<file path="src/source/axil_settings.svh">
`ifndef AXIL_SETTINGS_SVH
`define AXIL_SETTINGS_SVH

// AXI field widths shared by the converter and the register bank.
`define AXI_ID_WIDTH 4
`define AXI_USER_WIDTH 2
`define AXI_ADDR_WIDTH 8
`define AXI_DATA_WIDTH 32

// register bank size, the last one is the read-only ID register.
`define REG_COUNT 8

// default number of outstanding transactions per direction.
`define NUM_PENDING 2

`define REG_ID_VALUE 32'hA5C0_0107

`endif

</file>
<file path="src/source/axi_pkg.sv">
`default_nettype none

`include "axil_settings.svh"

package axi_pkg;

	typedef logic [`AXI_ID_WIDTH-1:0] id_t;
	typedef logic [`AXI_USER_WIDTH-1:0] user_t;
	typedef logic [`AXI_ADDR_WIDTH-1:0] addr_t;
	typedef logic [`AXI_DATA_WIDTH-1:0] data_t;
	typedef logic [`AXI_DATA_WIDTH/8-1:0] strb_t; // one bit per data byte.

	typedef logic [1:0] resp_t;

	localparam resp_t RESP_OKAY = 2'b00;
	localparam resp_t RESP_SLVERR = 2'b10;

	// id sits in the upper bits, user in the lower bits.
	typedef logic [`AXI_ID_WIDTH+`AXI_USER_WIDTH-1:0] meta_t;

endpackage

`default_nettype wire

</file>
<file path="src/source/regbank_pkg.sv">
`default_nettype none

`include "axil_settings.svh"

package regbank_pkg;

	typedef logic [$clog2(`REG_COUNT)-1:0] reg_idx_t;

	typedef enum logic {
		WR_IDLE,
		WR_RESP
	} wr_state_t;

	typedef enum logic {
		RD_IDLE,
		RD_RESP
	} rd_state_t;

endpackage

`default_nettype wire

</file>
<file path="src/source/axi_reg_subsystem.sv">
`timescale 1ns/1ps
`default_nettype none

module axi_reg_subsystem (
	input  wire logic            clk_i,
	input  wire logic            rst_n_i,
	input  wire axi_pkg::addr_t  aw_addr_i,
	input  wire axi_pkg::id_t    aw_id_i,
	input  wire axi_pkg::user_t  aw_user_i,
	input  wire logic            aw_valid_i,
	output logic                 aw_ready_o,
	input  wire axi_pkg::data_t  w_data_i,
	input  wire axi_pkg::strb_t  w_strb_i,
	input  wire logic            w_valid_i,
	output logic                 w_ready_o,
	output axi_pkg::id_t         b_id_o,
	output axi_pkg::user_t       b_user_o,
	output axi_pkg::resp_t       b_resp_o,
	output logic                 b_valid_o,
	input  wire logic            b_ready_i,
	input  wire axi_pkg::addr_t  ar_addr_i,
	input  wire axi_pkg::id_t    ar_id_i,
	input  wire axi_pkg::user_t  ar_user_i,
	input  wire logic            ar_valid_i,
	output logic                 ar_ready_o,
	output axi_pkg::data_t       r_data_o,
	output axi_pkg::id_t         r_id_o,
	output axi_pkg::user_t       r_user_o,
	output axi_pkg::resp_t       r_resp_o,
	output logic                 r_last_o,
	output logic                 r_valid_o,
	input  wire logic            r_ready_i
);

	axi_pkg::addr_t lite_aw_addr;
	axi_pkg::addr_t lite_ar_addr;
	axi_pkg::data_t lite_w_data;
	axi_pkg::data_t lite_r_data;
	axi_pkg::strb_t lite_w_strb;
	axi_pkg::resp_t lite_b_resp;
	axi_pkg::resp_t lite_r_resp;
	logic lite_aw_valid;
	logic lite_aw_ready;
	logic lite_w_valid;
	logic lite_w_ready;
	logic lite_b_valid;
	logic lite_b_ready;
	logic lite_ar_valid;
	logic lite_ar_ready;
	logic lite_r_valid;
	logic lite_r_ready;

	axi_to_axi_lite i_conv (
		.clk_i(clk_i),
		.rst_n_i(rst_n_i),
		.aw_addr_i(aw_addr_i),
		.aw_id_i(aw_id_i),
		.aw_user_i(aw_user_i),
		.aw_valid_i(aw_valid_i),
		.aw_ready_o(aw_ready_o),
		.w_data_i(w_data_i),
		.w_strb_i(w_strb_i),
		.w_valid_i(w_valid_i),
		.w_ready_o(w_ready_o),
		.b_id_o(b_id_o),
		.b_user_o(b_user_o),
		.b_resp_o(b_resp_o),
		.b_valid_o(b_valid_o),
		.b_ready_i(b_ready_i),
		.ar_addr_i(ar_addr_i),
		.ar_id_i(ar_id_i),
		.ar_user_i(ar_user_i),
		.ar_valid_i(ar_valid_i),
		.ar_ready_o(ar_ready_o),
		.r_data_o(r_data_o),
		.r_id_o(r_id_o),
		.r_user_o(r_user_o),
		.r_resp_o(r_resp_o),
		.r_last_o(r_last_o),
		.r_valid_o(r_valid_o),
		.r_ready_i(r_ready_i),
		.lite_aw_addr_o(lite_aw_addr),
		.lite_aw_valid_o(lite_aw_valid),
		.lite_aw_ready_i(lite_aw_ready),
		.lite_w_data_o(lite_w_data),
		.lite_w_strb_o(lite_w_strb),
		.lite_w_valid_o(lite_w_valid),
		.lite_w_ready_i(lite_w_ready),
		.lite_b_resp_i(lite_b_resp),
		.lite_b_valid_i(lite_b_valid),
		.lite_b_ready_o(lite_b_ready),
		.lite_ar_addr_o(lite_ar_addr),
		.lite_ar_valid_o(lite_ar_valid),
		.lite_ar_ready_i(lite_ar_ready),
		.lite_r_data_i(lite_r_data),
		.lite_r_resp_i(lite_r_resp),
		.lite_r_valid_i(lite_r_valid),
		.lite_r_ready_o(lite_r_ready)
	);

	axil_reg_bank i_regs (
		.clk_i(clk_i),
		.rst_n_i(rst_n_i),
		.aw_addr_i(lite_aw_addr),
		.aw_valid_i(lite_aw_valid),
		.aw_ready_o(lite_aw_ready),
		.w_data_i(lite_w_data),
		.w_strb_i(lite_w_strb),
		.w_valid_i(lite_w_valid),
		.w_ready_o(lite_w_ready),
		.b_resp_o(lite_b_resp),
		.b_valid_o(lite_b_valid),
		.b_ready_i(lite_b_ready),
		.ar_addr_i(lite_ar_addr),
		.ar_valid_i(lite_ar_valid),
		.ar_ready_o(lite_ar_ready),
		.r_data_o(lite_r_data),
		.r_resp_o(lite_r_resp),
		.r_valid_o(lite_r_valid),
		.r_ready_i(lite_r_ready)
	);

endmodule

`default_nettype wire

</file>
<file path="src/source/axi_to_axi_lite.sv">
`timescale 1ns/1ps
`default_nettype none

`include "axil_settings.svh"

module axi_to_axi_lite #(
	parameter int NUM_PENDING_RD = `NUM_PENDING,
	parameter int NUM_PENDING_WR = `NUM_PENDING
) (
	input  wire logic            clk_i,
	input  wire logic            rst_n_i,
	input  wire axi_pkg::addr_t  aw_addr_i,
	input  wire axi_pkg::id_t    aw_id_i,
	input  wire axi_pkg::user_t  aw_user_i,
	input  wire logic            aw_valid_i,
	output logic                 aw_ready_o,
	input  wire axi_pkg::data_t  w_data_i,
	input  wire axi_pkg::strb_t  w_strb_i,
	input  wire logic            w_valid_i,
	output logic                 w_ready_o,
	output axi_pkg::id_t         b_id_o,
	output axi_pkg::user_t       b_user_o,
	output axi_pkg::resp_t       b_resp_o,
	output logic                 b_valid_o,
	input  wire logic            b_ready_i,
	input  wire axi_pkg::addr_t  ar_addr_i,
	input  wire axi_pkg::id_t    ar_id_i,
	input  wire axi_pkg::user_t  ar_user_i,
	input  wire logic            ar_valid_i,
	output logic                 ar_ready_o,
	output axi_pkg::data_t       r_data_o,
	output axi_pkg::id_t         r_id_o,
	output axi_pkg::user_t       r_user_o,
	output axi_pkg::resp_t       r_resp_o,
	output logic                 r_last_o,
	output logic                 r_valid_o,
	input  wire logic            r_ready_i,
	output axi_pkg::addr_t       lite_aw_addr_o,
	output logic                 lite_aw_valid_o,
	input  wire logic            lite_aw_ready_i,
	output axi_pkg::data_t       lite_w_data_o,
	output axi_pkg::strb_t       lite_w_strb_o,
	output logic                 lite_w_valid_o,
	input  wire logic            lite_w_ready_i,
	input  wire axi_pkg::resp_t  lite_b_resp_i,
	input  wire logic            lite_b_valid_i,
	output logic                 lite_b_ready_o,
	output axi_pkg::addr_t       lite_ar_addr_o,
	output logic                 lite_ar_valid_o,
	input  wire logic            lite_ar_ready_i,
	input  wire axi_pkg::data_t  lite_r_data_i,
	input  wire axi_pkg::resp_t  lite_r_resp_i,
	input  wire logic            lite_r_valid_i,
	output logic                 lite_r_ready_o
);

	localparam int DEPTH_FIFO_RD = 2 ** $clog2(NUM_PENDING_RD);
	localparam int DEPTH_FIFO_WR = 2 ** $clog2(NUM_PENDING_WR);

	axi_pkg::meta_t meta_rd;
	axi_pkg::meta_t meta_wr;
	logic rd_full;
	logic wr_full;
	logic rd_empty;
	logic wr_empty;

	meta_fifo #(
		.DEPTH(DEPTH_FIFO_RD)
	) i_fifo_rd (
		.clk_i(clk_i),
		.rst_n_i(rst_n_i),
		.push_i(ar_valid_i && ar_ready_o),
		.data_i({ar_id_i, ar_user_i}),
		.pop_i(r_valid_o && r_ready_i),
		.data_o(meta_rd),
		.full_o(rd_full),
		.empty_o(rd_empty)
	);

	meta_fifo #(
		.DEPTH(DEPTH_FIFO_WR)
	) i_fifo_wr (
		.clk_i(clk_i),
		.rst_n_i(rst_n_i),
		.push_i(aw_valid_i && aw_ready_o),
		.data_i({aw_id_i, aw_user_i}),
		.pop_i(b_valid_o && b_ready_i),
		.data_o(meta_wr),
		.full_o(wr_full),
		.empty_o(wr_empty)
	);

	// a full FIFO hides the request from the bank, so no address slips through unrecorded.
	assign lite_aw_valid_o = aw_valid_i && !wr_full;
	assign lite_ar_valid_o = ar_valid_i && !rd_full;
	assign aw_ready_o = lite_aw_ready_i && !wr_full;
	assign ar_ready_o = lite_ar_ready_i && !rd_full;
	assign lite_aw_addr_o = aw_addr_i;
	assign lite_ar_addr_o = ar_addr_i;

	assign lite_w_data_o = w_data_i;
	assign lite_w_strb_o = w_strb_i;
	assign lite_w_valid_o = w_valid_i;
	assign w_ready_o = lite_w_ready_i;

	assign b_valid_o = lite_b_valid_i && !wr_empty; // the bank only answers what was recorded.
	assign b_resp_o = lite_b_resp_i;
	assign b_id_o = meta_wr[`AXI_USER_WIDTH +: `AXI_ID_WIDTH];
	assign b_user_o = meta_wr[`AXI_USER_WIDTH-1:0];
	assign lite_b_ready_o = b_ready_i;

	assign r_valid_o = lite_r_valid_i && !rd_empty;
	assign r_data_o = lite_r_data_i;
	assign r_resp_o = lite_r_resp_i;
	assign r_id_o = meta_rd[`AXI_USER_WIDTH +: `AXI_ID_WIDTH];
	assign r_user_o = meta_rd[`AXI_USER_WIDTH-1:0];
	assign r_last_o = 1'b1; // every transaction is a single beat.
	assign lite_r_ready_o = r_ready_i;

endmodule

`default_nettype wire

</file>
<file path="src/source/axil_reg_bank.sv">
`timescale 1ns/1ps
`default_nettype none

`include "axil_settings.svh"

module axil_reg_bank (
	input  wire logic            clk_i,
	input  wire logic            rst_n_i,
	input  wire axi_pkg::addr_t  aw_addr_i,
	input  wire logic            aw_valid_i,
	output logic                 aw_ready_o,
	input  wire axi_pkg::data_t  w_data_i,
	input  wire axi_pkg::strb_t  w_strb_i,
	input  wire logic            w_valid_i,
	output logic                 w_ready_o,
	output axi_pkg::resp_t       b_resp_o,
	output logic                 b_valid_o,
	input  wire logic            b_ready_i,
	input  wire axi_pkg::addr_t  ar_addr_i,
	input  wire logic            ar_valid_i,
	output logic                 ar_ready_o,
	output axi_pkg::data_t       r_data_o,
	output axi_pkg::resp_t       r_resp_o,
	output logic                 r_valid_o,
	input  wire logic            r_ready_i
);

	localparam int IDX_LSB = 2;
	localparam int IDX_MSB = IDX_LSB + $bits(regbank_pkg::reg_idx_t) - 1;
	localparam regbank_pkg::reg_idx_t ID_IDX = regbank_pkg::reg_idx_t'(`REG_COUNT - 1);

	axi_pkg::data_t regs_q [0:`REG_COUNT-2];

	regbank_pkg::wr_state_t wr_state_q;
	regbank_pkg::rd_state_t rd_state_q;
	axi_pkg::addr_t aw_addr_q;
	axi_pkg::data_t w_data_q;
	axi_pkg::strb_t w_strb_q;
	logic aw_held_q;
	logic w_held_q;
	logic aw_hs;
	logic w_hs;
	logic ar_hs;
	logic wr_go;
	axi_pkg::addr_t wr_addr;
	axi_pkg::data_t wr_data;
	axi_pkg::strb_t wr_strb;
	regbank_pkg::reg_idx_t wr_idx;
	regbank_pkg::reg_idx_t rd_idx;
	logic wr_err;
	logic rd_err;
	axi_pkg::data_t rd_data;

	assign aw_ready_o = (wr_state_q == regbank_pkg::WR_IDLE) && !aw_held_q;
	assign w_ready_o = (wr_state_q == regbank_pkg::WR_IDLE) && !w_held_q;
	assign b_valid_o = (wr_state_q == regbank_pkg::WR_RESP);
	assign aw_hs = aw_valid_i && aw_ready_o;
	assign w_hs = w_valid_i && w_ready_o;

	// the write completes on the edge where the later of address and data arrives.
	assign wr_go = (aw_held_q || aw_hs) && (w_held_q || w_hs);
	assign wr_addr = aw_held_q ? aw_addr_q : aw_addr_i;
	assign wr_data = w_held_q ? w_data_q : w_data_i;
	assign wr_strb = w_held_q ? w_strb_q : w_strb_i;
	assign wr_idx = wr_addr[IDX_MSB:IDX_LSB];
	assign wr_err = (wr_addr[`AXI_ADDR_WIDTH-1:IDX_MSB+1] != '0) || (wr_idx == ID_IDX);

	always_ff @(posedge clk_i) begin
		if (aw_hs) begin
			aw_addr_q <= aw_addr_i;
		end
		if (w_hs) begin
			w_data_q <= w_data_i;
			w_strb_q <= w_strb_i;
		end
		if (wr_go) begin
			b_resp_o <= wr_err ? axi_pkg::RESP_SLVERR : axi_pkg::RESP_OKAY;
		end
	end

	always_ff @(posedge clk_i or negedge rst_n_i) begin
		if (!rst_n_i) begin
			wr_state_q <= regbank_pkg::WR_IDLE;
			aw_held_q <= 1'b0;
			w_held_q <= 1'b0;
		end else begin
			case (wr_state_q)
				regbank_pkg::WR_IDLE: begin
					if (wr_go) begin
						wr_state_q <= regbank_pkg::WR_RESP;
						aw_held_q <= 1'b0;
						w_held_q <= 1'b0;
					end else begin
						aw_held_q <= aw_held_q || aw_hs;
						w_held_q <= w_held_q || w_hs;
					end
				end
				regbank_pkg::WR_RESP: begin
					if (b_ready_i) begin
						wr_state_q <= regbank_pkg::WR_IDLE;
					end
				end
				default: wr_state_q <= regbank_pkg::WR_IDLE;
			endcase
		end
	end

	always_ff @(posedge clk_i or negedge rst_n_i) begin
		if (!rst_n_i) begin
			for (int i = 0; i < `REG_COUNT - 1; i++) begin
				regs_q[i] <= '0;
			end
		end else if (wr_go && !wr_err) begin
			for (int b = 0; b < $bits(axi_pkg::strb_t); b++) begin
				if (wr_strb[b]) begin
					regs_q[wr_idx][8*b +: 8] <= wr_data[8*b +: 8]; // byte lanes merge independently.
				end
			end
		end
	end

	assign ar_ready_o = (rd_state_q == regbank_pkg::RD_IDLE);
	assign r_valid_o = (rd_state_q == regbank_pkg::RD_RESP);
	assign ar_hs = ar_valid_i && ar_ready_o;
	assign rd_idx = ar_addr_i[IDX_MSB:IDX_LSB];
	assign rd_err = (ar_addr_i[`AXI_ADDR_WIDTH-1:IDX_MSB+1] != '0);

	always_comb begin
		if (rd_err) begin
			rd_data = '0;
		end else if (rd_idx == ID_IDX) begin
			rd_data = `REG_ID_VALUE;
		end else begin
			rd_data = regs_q[rd_idx];
		end
	end

	always_ff @(posedge clk_i) begin
		if (ar_hs) begin
			r_data_o <= rd_data;
			r_resp_o <= rd_err ? axi_pkg::RESP_SLVERR : axi_pkg::RESP_OKAY;
		end
	end

	always_ff @(posedge clk_i or negedge rst_n_i) begin
		if (!rst_n_i) begin
			rd_state_q <= regbank_pkg::RD_IDLE;
		end else begin
			case (rd_state_q)
				regbank_pkg::RD_IDLE: if (ar_hs) rd_state_q <= regbank_pkg::RD_RESP;
				regbank_pkg::RD_RESP: if (r_ready_i) rd_state_q <= regbank_pkg::RD_IDLE;
				default: rd_state_q <= regbank_pkg::RD_IDLE;
			endcase
		end
	end

endmodule

`default_nettype wire

</file>
<file path="src/source/meta_fifo.sv">
`timescale 1ns/1ps
`default_nettype none

module meta_fifo #(
	parameter int DEPTH = 2
) (
	input  wire logic            clk_i,
	input  wire logic            rst_n_i,
	input  wire logic            push_i,
	input  wire axi_pkg::meta_t  data_i,
	input  wire logic            pop_i,
	output axi_pkg::meta_t       data_o,
	output logic                 full_o,
	output logic                 empty_o
);

	localparam int PTR_W = (DEPTH > 1) ? $clog2(DEPTH) : 1;
	localparam int CNT_W = $clog2(DEPTH + 1);

	axi_pkg::meta_t mem [0:DEPTH-1];

	logic [PTR_W-1:0] wr_ptr_q;
	logic [PTR_W-1:0] rd_ptr_q;
	logic [CNT_W-1:0] count_q;
	logic do_push;
	logic do_pop;

	assign full_o = (count_q == CNT_W'(DEPTH));
	assign empty_o = (count_q == '0);
	assign do_push = push_i && !full_o;
	assign do_pop = pop_i && !empty_o;

	assign data_o = mem[rd_ptr_q]; // head is visible without a register stage.

	always_ff @(posedge clk_i) begin
		if (do_push) begin
			mem[wr_ptr_q] <= data_i;
		end
	end

	always_ff @(posedge clk_i or negedge rst_n_i) begin
		if (!rst_n_i) begin
			wr_ptr_q <= '0;
			rd_ptr_q <= '0;
			count_q <= '0;
		end else begin
			if (do_push) begin
				wr_ptr_q <= (wr_ptr_q == PTR_W'(DEPTH - 1)) ? '0 : wr_ptr_q + 1'b1;
			end
			if (do_pop) begin
				rd_ptr_q <= (rd_ptr_q == PTR_W'(DEPTH - 1)) ? '0 : rd_ptr_q + 1'b1;
			end
			if (do_push && !do_pop) begin
				count_q <= count_q + 1'b1;
			end else if (do_pop && !do_push) begin
				count_q <= count_q - 1'b1;
			end
		end
	end

endmodule

`default_nettype wire

</file>
<file path="config.mk">
export PLATFORM = sky130hd
export DESIGN_NAME = axi_reg_subsystem
export DESIGN_NICKNAME = d
export VERILOG_FILES = /design/src/source/axi_pkg.sv /design/src/source/regbank_pkg.sv /design/src/source/axi_reg_subsystem.sv /design/src/source/axi_to_axi_lite.sv /design/src/source/axil_reg_bank.sv /design/src/source/meta_fifo.sv
export VERILOG_INCLUDE_DIRS = /design/src /design/src/source
export SDC_FILE = /design/constraint.sdc
export NUM_CORES = 1
export LEC_CHECK = 0
export ABC_AREA = 1
export CAP_MARGIN = 20
export CORE_ASPECT_RATIO = 0.8
export CORE_MARGIN = 8
export CORE_UTILIZATION = 45
export CTS_CLUSTER_SIZE = 16
export DETAILED_ROUTE_END_ITERATION = 6
export DONT_BUFFER_PORTS = 1
export SETUP_SLACK_MARGIN = 0.4
export SLEW_MARGIN = 30
export SYNTH_ARGS = -nofsm -noshare
export SYNTH_HDL_FRONTEND = slang
export SYNTH_SLANG_ARGS = --single-unit
</file>
<file path="constraint.sdc">
create_clock -name clk_i -period 8.66 [get_ports clk_i]
set_input_delay 1.732 -clock clk_i [delete_from_list [all_inputs] [get_ports clk_i]]
set_output_delay 1.732 -clock clk_i [all_outputs]
set_load 0.05 [all_outputs]
</file>
==> results.txt <==
----------------------------------------------------
[Outcome]
  Status ... finished clean

[GRT]
  Aggregate global-route resource usage ... 0.209
  Wire length of the first global-routing pass ... 68500 um
  Largest net degree at the start of global routing ... approximately 240
  Number of global-route vias before repair ... ~12000
  Total gr overflow ... 0
  Initial antenna violation count ... 0

[STA]
  Share of the clock period used by the worst path ... 0.426
  Number of hold violations in the final report ... 0
  Final max-slew violation count ... 0
  Fin crit period ... approximately 3700 ps
  Unrepaired setup endpoints after global routing ... no
  Actual slew at the worst max-slew pin ... between 900 and 1000 ps
  Worst setup margin ... 4970 ps
  Total negative setup slack ... 0 ps
  Setup Skew ... approximately 12 ps
  Final setup violating endpoints ... 0
  Headroom to the max-slew limit ... 0.355
  Top achievable clock speed ... 271 MHz
  Final hold slack ... 463 ps

[Worst hold path]
  Path type of the worst min-delay path ... flip-flop to flip-flop
  Hold wc startpoint ... i_regs.regs_q[42]

[Yosys]
  Cells after synthesis ... about 1700
  EDFF count, synth ... 100
  Main combinational cell family by area after synthesis ... simple AND/OR/NAND/NOR gates
  Cell area after synthesis ... roughly 0.016 mm^2
  Post-Synth Simple-Gate Area ... 0.296
  Number of warnings reported in the yosys synthesis log ... 0
  Main flop type after synthesis ... sky130_fd_sc_hd__dfrtp_1
  Mean Syn Cell Area ... approximately 9 um^2
  Area share of the leading cell type in the synthesized netlist ... 0.377
  FF+latch count, synth ... approximately 340
  Most used standard cell by instance count after synthesis ... sky130_fd_sc_hd__nand2_1
  Library cell with the largest summed area after synthesis ... sky130_fd_sc_hd__dfrtp_1
  Post-Synth XOR/XNOR Area ... 0.00447
  Top cell types by occurrence after synthesis ... sky130_fd_sc_hd__nand2_1, sky130_fd_sc_hd__dfrtp_1, sky130_fd_sc_hd__nand4_1, sky130_fd_sc_hd__nor2_1, sky130_fd_sc_hd__o21ai_0
  Synth Area in Adders ... 0.00160
  Proportion of synthesized area in mux cells ... 0
  Register area share after synthesis ... 0.568
  Fraction of registers with async set/reset ... 0.702
  Top post-synthesis cells by area ... sky130_fd_sc_hd__dfrtp_1, sky130_fd_sc_hd__edfxtp_1, sky130_fd_sc_hd__nand2_1
  Synthesized-area fraction occupied by ao, oa, aoi and oai cells ... 0.0736
  Distinct cell type count after synthesis ... 40

[Final layout]
  Utilization after layout ... 0.488
  Fill cell instance count of the final layout ... roughly 3300
  Area of all placed cells without fillers ... between 0.015 and 0.02 mm^2
  Antenna Cells ... 0
  Final Net Count ... 1755
  Synthesis-to-layout area growth ... 7.55%
  Multi-input logic area ... roughly 0.0059 mm^2
  Reg area ... slightly below 0.009 mm^2
  Finished Layout Cells ... roughly 2200
  Fraction of layout cells with a size suffix above 1 ... 0.0662

[Drt]
  Routed wire per std cell ... between 15 and 20 um
  Vias per cell ... 5.55
  Total detailed-routing wirelength ... between 40000 and 50000 um
  DRC marker count from the first detailed-route iteration ... around 1300
  Residual DRC count ... 0
  Count of antenna-violating nets left after detailed routing ... 0
  Total number of vias ... about 12000
  First-pass iteration count of the detailed router ... 5

[Clock tree]
  Cells resized by post-CTS repair ... 0
  Post-CTS Setup Repair Bufs ... 0
  Clock tree from TritonCTS ... done
  Clock Path Buffers ... 3
  Clock tree root buffer cell ... sky130_fd_sc_hd__clkbuf_16
  H-tree level count ... 2
  Clock buffers created by TritonCTS ... 37
  Register clock-pin slew on the reported worst setup and hold paths ... around 60 ps
  Post-CTS Hold Buffers ... 0
  Sink Count ... about 340
  Clock network latency to the later pin of the worst-skew pair ... 520 ps

[Critical path]
  Worst-path cell with the longest stage delay ... sky130_fd_sc_hd__nor2_4
  Kind of launch point of the worst setup path ... input port
  Launching point of the worst reg2reg path ... i_regs.w_held_q
  Kind of cell adding the most delay to the critical path ... simple AND/OR/NAND/NOR gates
  Data arrival time of the critical path ... roughly 4000 ps
  CP Launch Point ... ar_addr_i[3]
  Max FO, Critical Path ... 48
  Most common cell type on the critical path ... sky130_fd_sc_hd__o21ai_0
  Critical path cell sequence ... inv_1 -> nor2_4 -> buf_4 -> nand2_1 -> o21ai_0 -> o21ai_0 -> nor2_1
  Slowest stage delay, CP ... 720 ps
  Setup CP Type ... input port to flip-flop
  Buffer and inverter count on the worst path ... 2
  Data required time of the critical path ... roughly 9000 ps
  Crit end category ... flip-flop

[Placement]
  Post-placement cell count ... approximately 2100
  Routability cong. ... between 0.7 and 0.8
  Post-placement cell area ... around 0.016 mm^2
  Total of buffers placed on input and output ports ... 0
  Setup slack after placement ... ~4500 ps
  DP Wirelength ... between 20000 and 25000 um

[Flow run]
  Max-cap violations ... 0

[Power]
  Leakage dissipation ... between 7 and 8 nW
  Power density over the cells ... 303 mW/mm^2
  Maximum vdd drop ... 245 uV
  Power after layout ... a little over 5 mW

[Floorplanning]
  Site row count ... approximately 60
  Core Area ... 0.0346 mm^2
  Effective utilization at floorplan ... 0.454
  I/O pin count ... ~130
  Die area ... 0.0411 mm^2
  Die Height ... between 150 and 200 um
  Horiz. Die Dim ... 225 um

----------------------------------------------------
per-layer routing:
metal	part of all wire	routed length [um]	global-route usage
met1	0.45	19300	0.292
met2	0.47	20000	0.335
met3	0.067	2880	0.0396
met4	0.018	752	0.0465
met5	0	0	0
cells in the final DEF (no fill, tap or decap), types with 2 or more instances in the layout:
cell	n
sky130_fd_sc_hd__nand3_1	40
sky130_fd_sc_hd__o211ai_1	2
sky130_fd_sc_hd__ha_1	2
sky130_fd_sc_hd__xor2_1	6
sky130_fd_sc_hd__clkbuf_16	37
sky130_fd_sc_hd__a21oi_2	3
sky130_fd_sc_hd__nand3_4	18
sky130_fd_sc_hd__a21oi_1	5
sky130_fd_sc_hd__xnor2_1	2
sky130_fd_sc_hd__inv_1	36
sky130_fd_sc_hd__a22oi_1	25
sky130_fd_sc_hd__buf_4	15
sky130_fd_sc_hd__nand2_1	621
sky130_fd_sc_hd__nor3_2	2
sky130_fd_sc_hd__inv_2	7
sky130_fd_sc_hd__o21ai_1	14
sky130_fd_sc_hd__o21ai_0	129
sky130_fd_sc_hd__clkinv_2	4
sky130_fd_sc_hd__nand2_2	9
sky130_fd_sc_hd__nor2_1	145
sky130_fd_sc_hd__clkbuf_1	14
sky130_fd_sc_hd__conb_1	3
sky130_fd_sc_hd__dfrtp_1	235
sky130_fd_sc_hd__a211oi_1	2
sky130_fd_sc_hd__clkbuf_8	8
sky130_fd_sc_hd__o31ai_1	2
sky130_fd_sc_hd__edfxtp_1	100
sky130_fd_sc_hd__nor2_4	2
sky130_fd_sc_hd__clkinv_1	8
sky130_fd_sc_hd__nand4_1	179
sky130_fd_sc_hd__a31oi_1	22
where the power goes:
group,internal [mW],switching [mW]
Sequential,2.01,0.294
Combinational,0.262,1.07
Clock,0.857,0.624
Total,3.13,1.98
worst paths after layout:
check / slack [ps] / endpoint / depth (start not counted)
setup / recovery: 4970 / i_regs.r_data_o[2] / 7
hold / removal: 460 / i_regs.regs_q[42] / 2
setup reg to reg: 5660 / i_regs.regs_q[170] / 9
hold reg to reg: 460 / i_regs.regs_q[42] / 2
max in group asynchronous: 7310 / i_regs.w_held_q / 0
min in group asynchronous: 910 / i_regs.regs_q[27] / 0
worst reg2reg max path: cells and delay by family (launching register included):
family	cells	cell delay, ps
simple gates	5	1120
buf+inv	3	1260
compound gates	1	140
flops	1	360
state kept, by name, summed over array words and instances (netlist names):
name                       count
i_regs.aw_held_q               1
i_regs.w_data_q               32
i_conv.i_fifo_wr.rd_ptr_q      1
i_conv.i_fifo_wr.count_q       2
i_conv.i_fifo_rd.rd_ptr_q      1
i_regs.r_valid_o               1
i_regs.b_resp_o                1
i_regs.w_held_q                1
i_regs.w_strb_q                4
i_conv.i_fifo_rd.count_q       2
i_regs.r_resp_o                1
i_regs.aw_addr_q               6
i_conv.i_fifo_rd.mem          12
i_conv.i_fifo_wr.mem          12
i_conv.i_fifo_rd.wr_ptr_q      1
i_conv.i_fifo_wr.wr_ptr_q      1
i_regs.b_valid_o               1
i_regs.regs_q                224
i_regs.r_data_o               32
final cells by class:
type	instances	share of cell area
Tap cell	472	0.0350
Multi-Input combinational cell	1241	0.352
Sequential cell	336	0.528
Clock inverter	5	0.00134
Inverter	50	0.0112
Clock buffer	59	0.0645
Timing Repair Buffer	16	0.00786
kinds of logic after synthesis:
family          Yosys count
simple gates           1020
xor+xnor                  8
buf+inv                 163
compound gates          208
fa+ha+maj                 2
other cells               2
flops                   336
No activity file was read; power rests on OpenSTA's default activity.
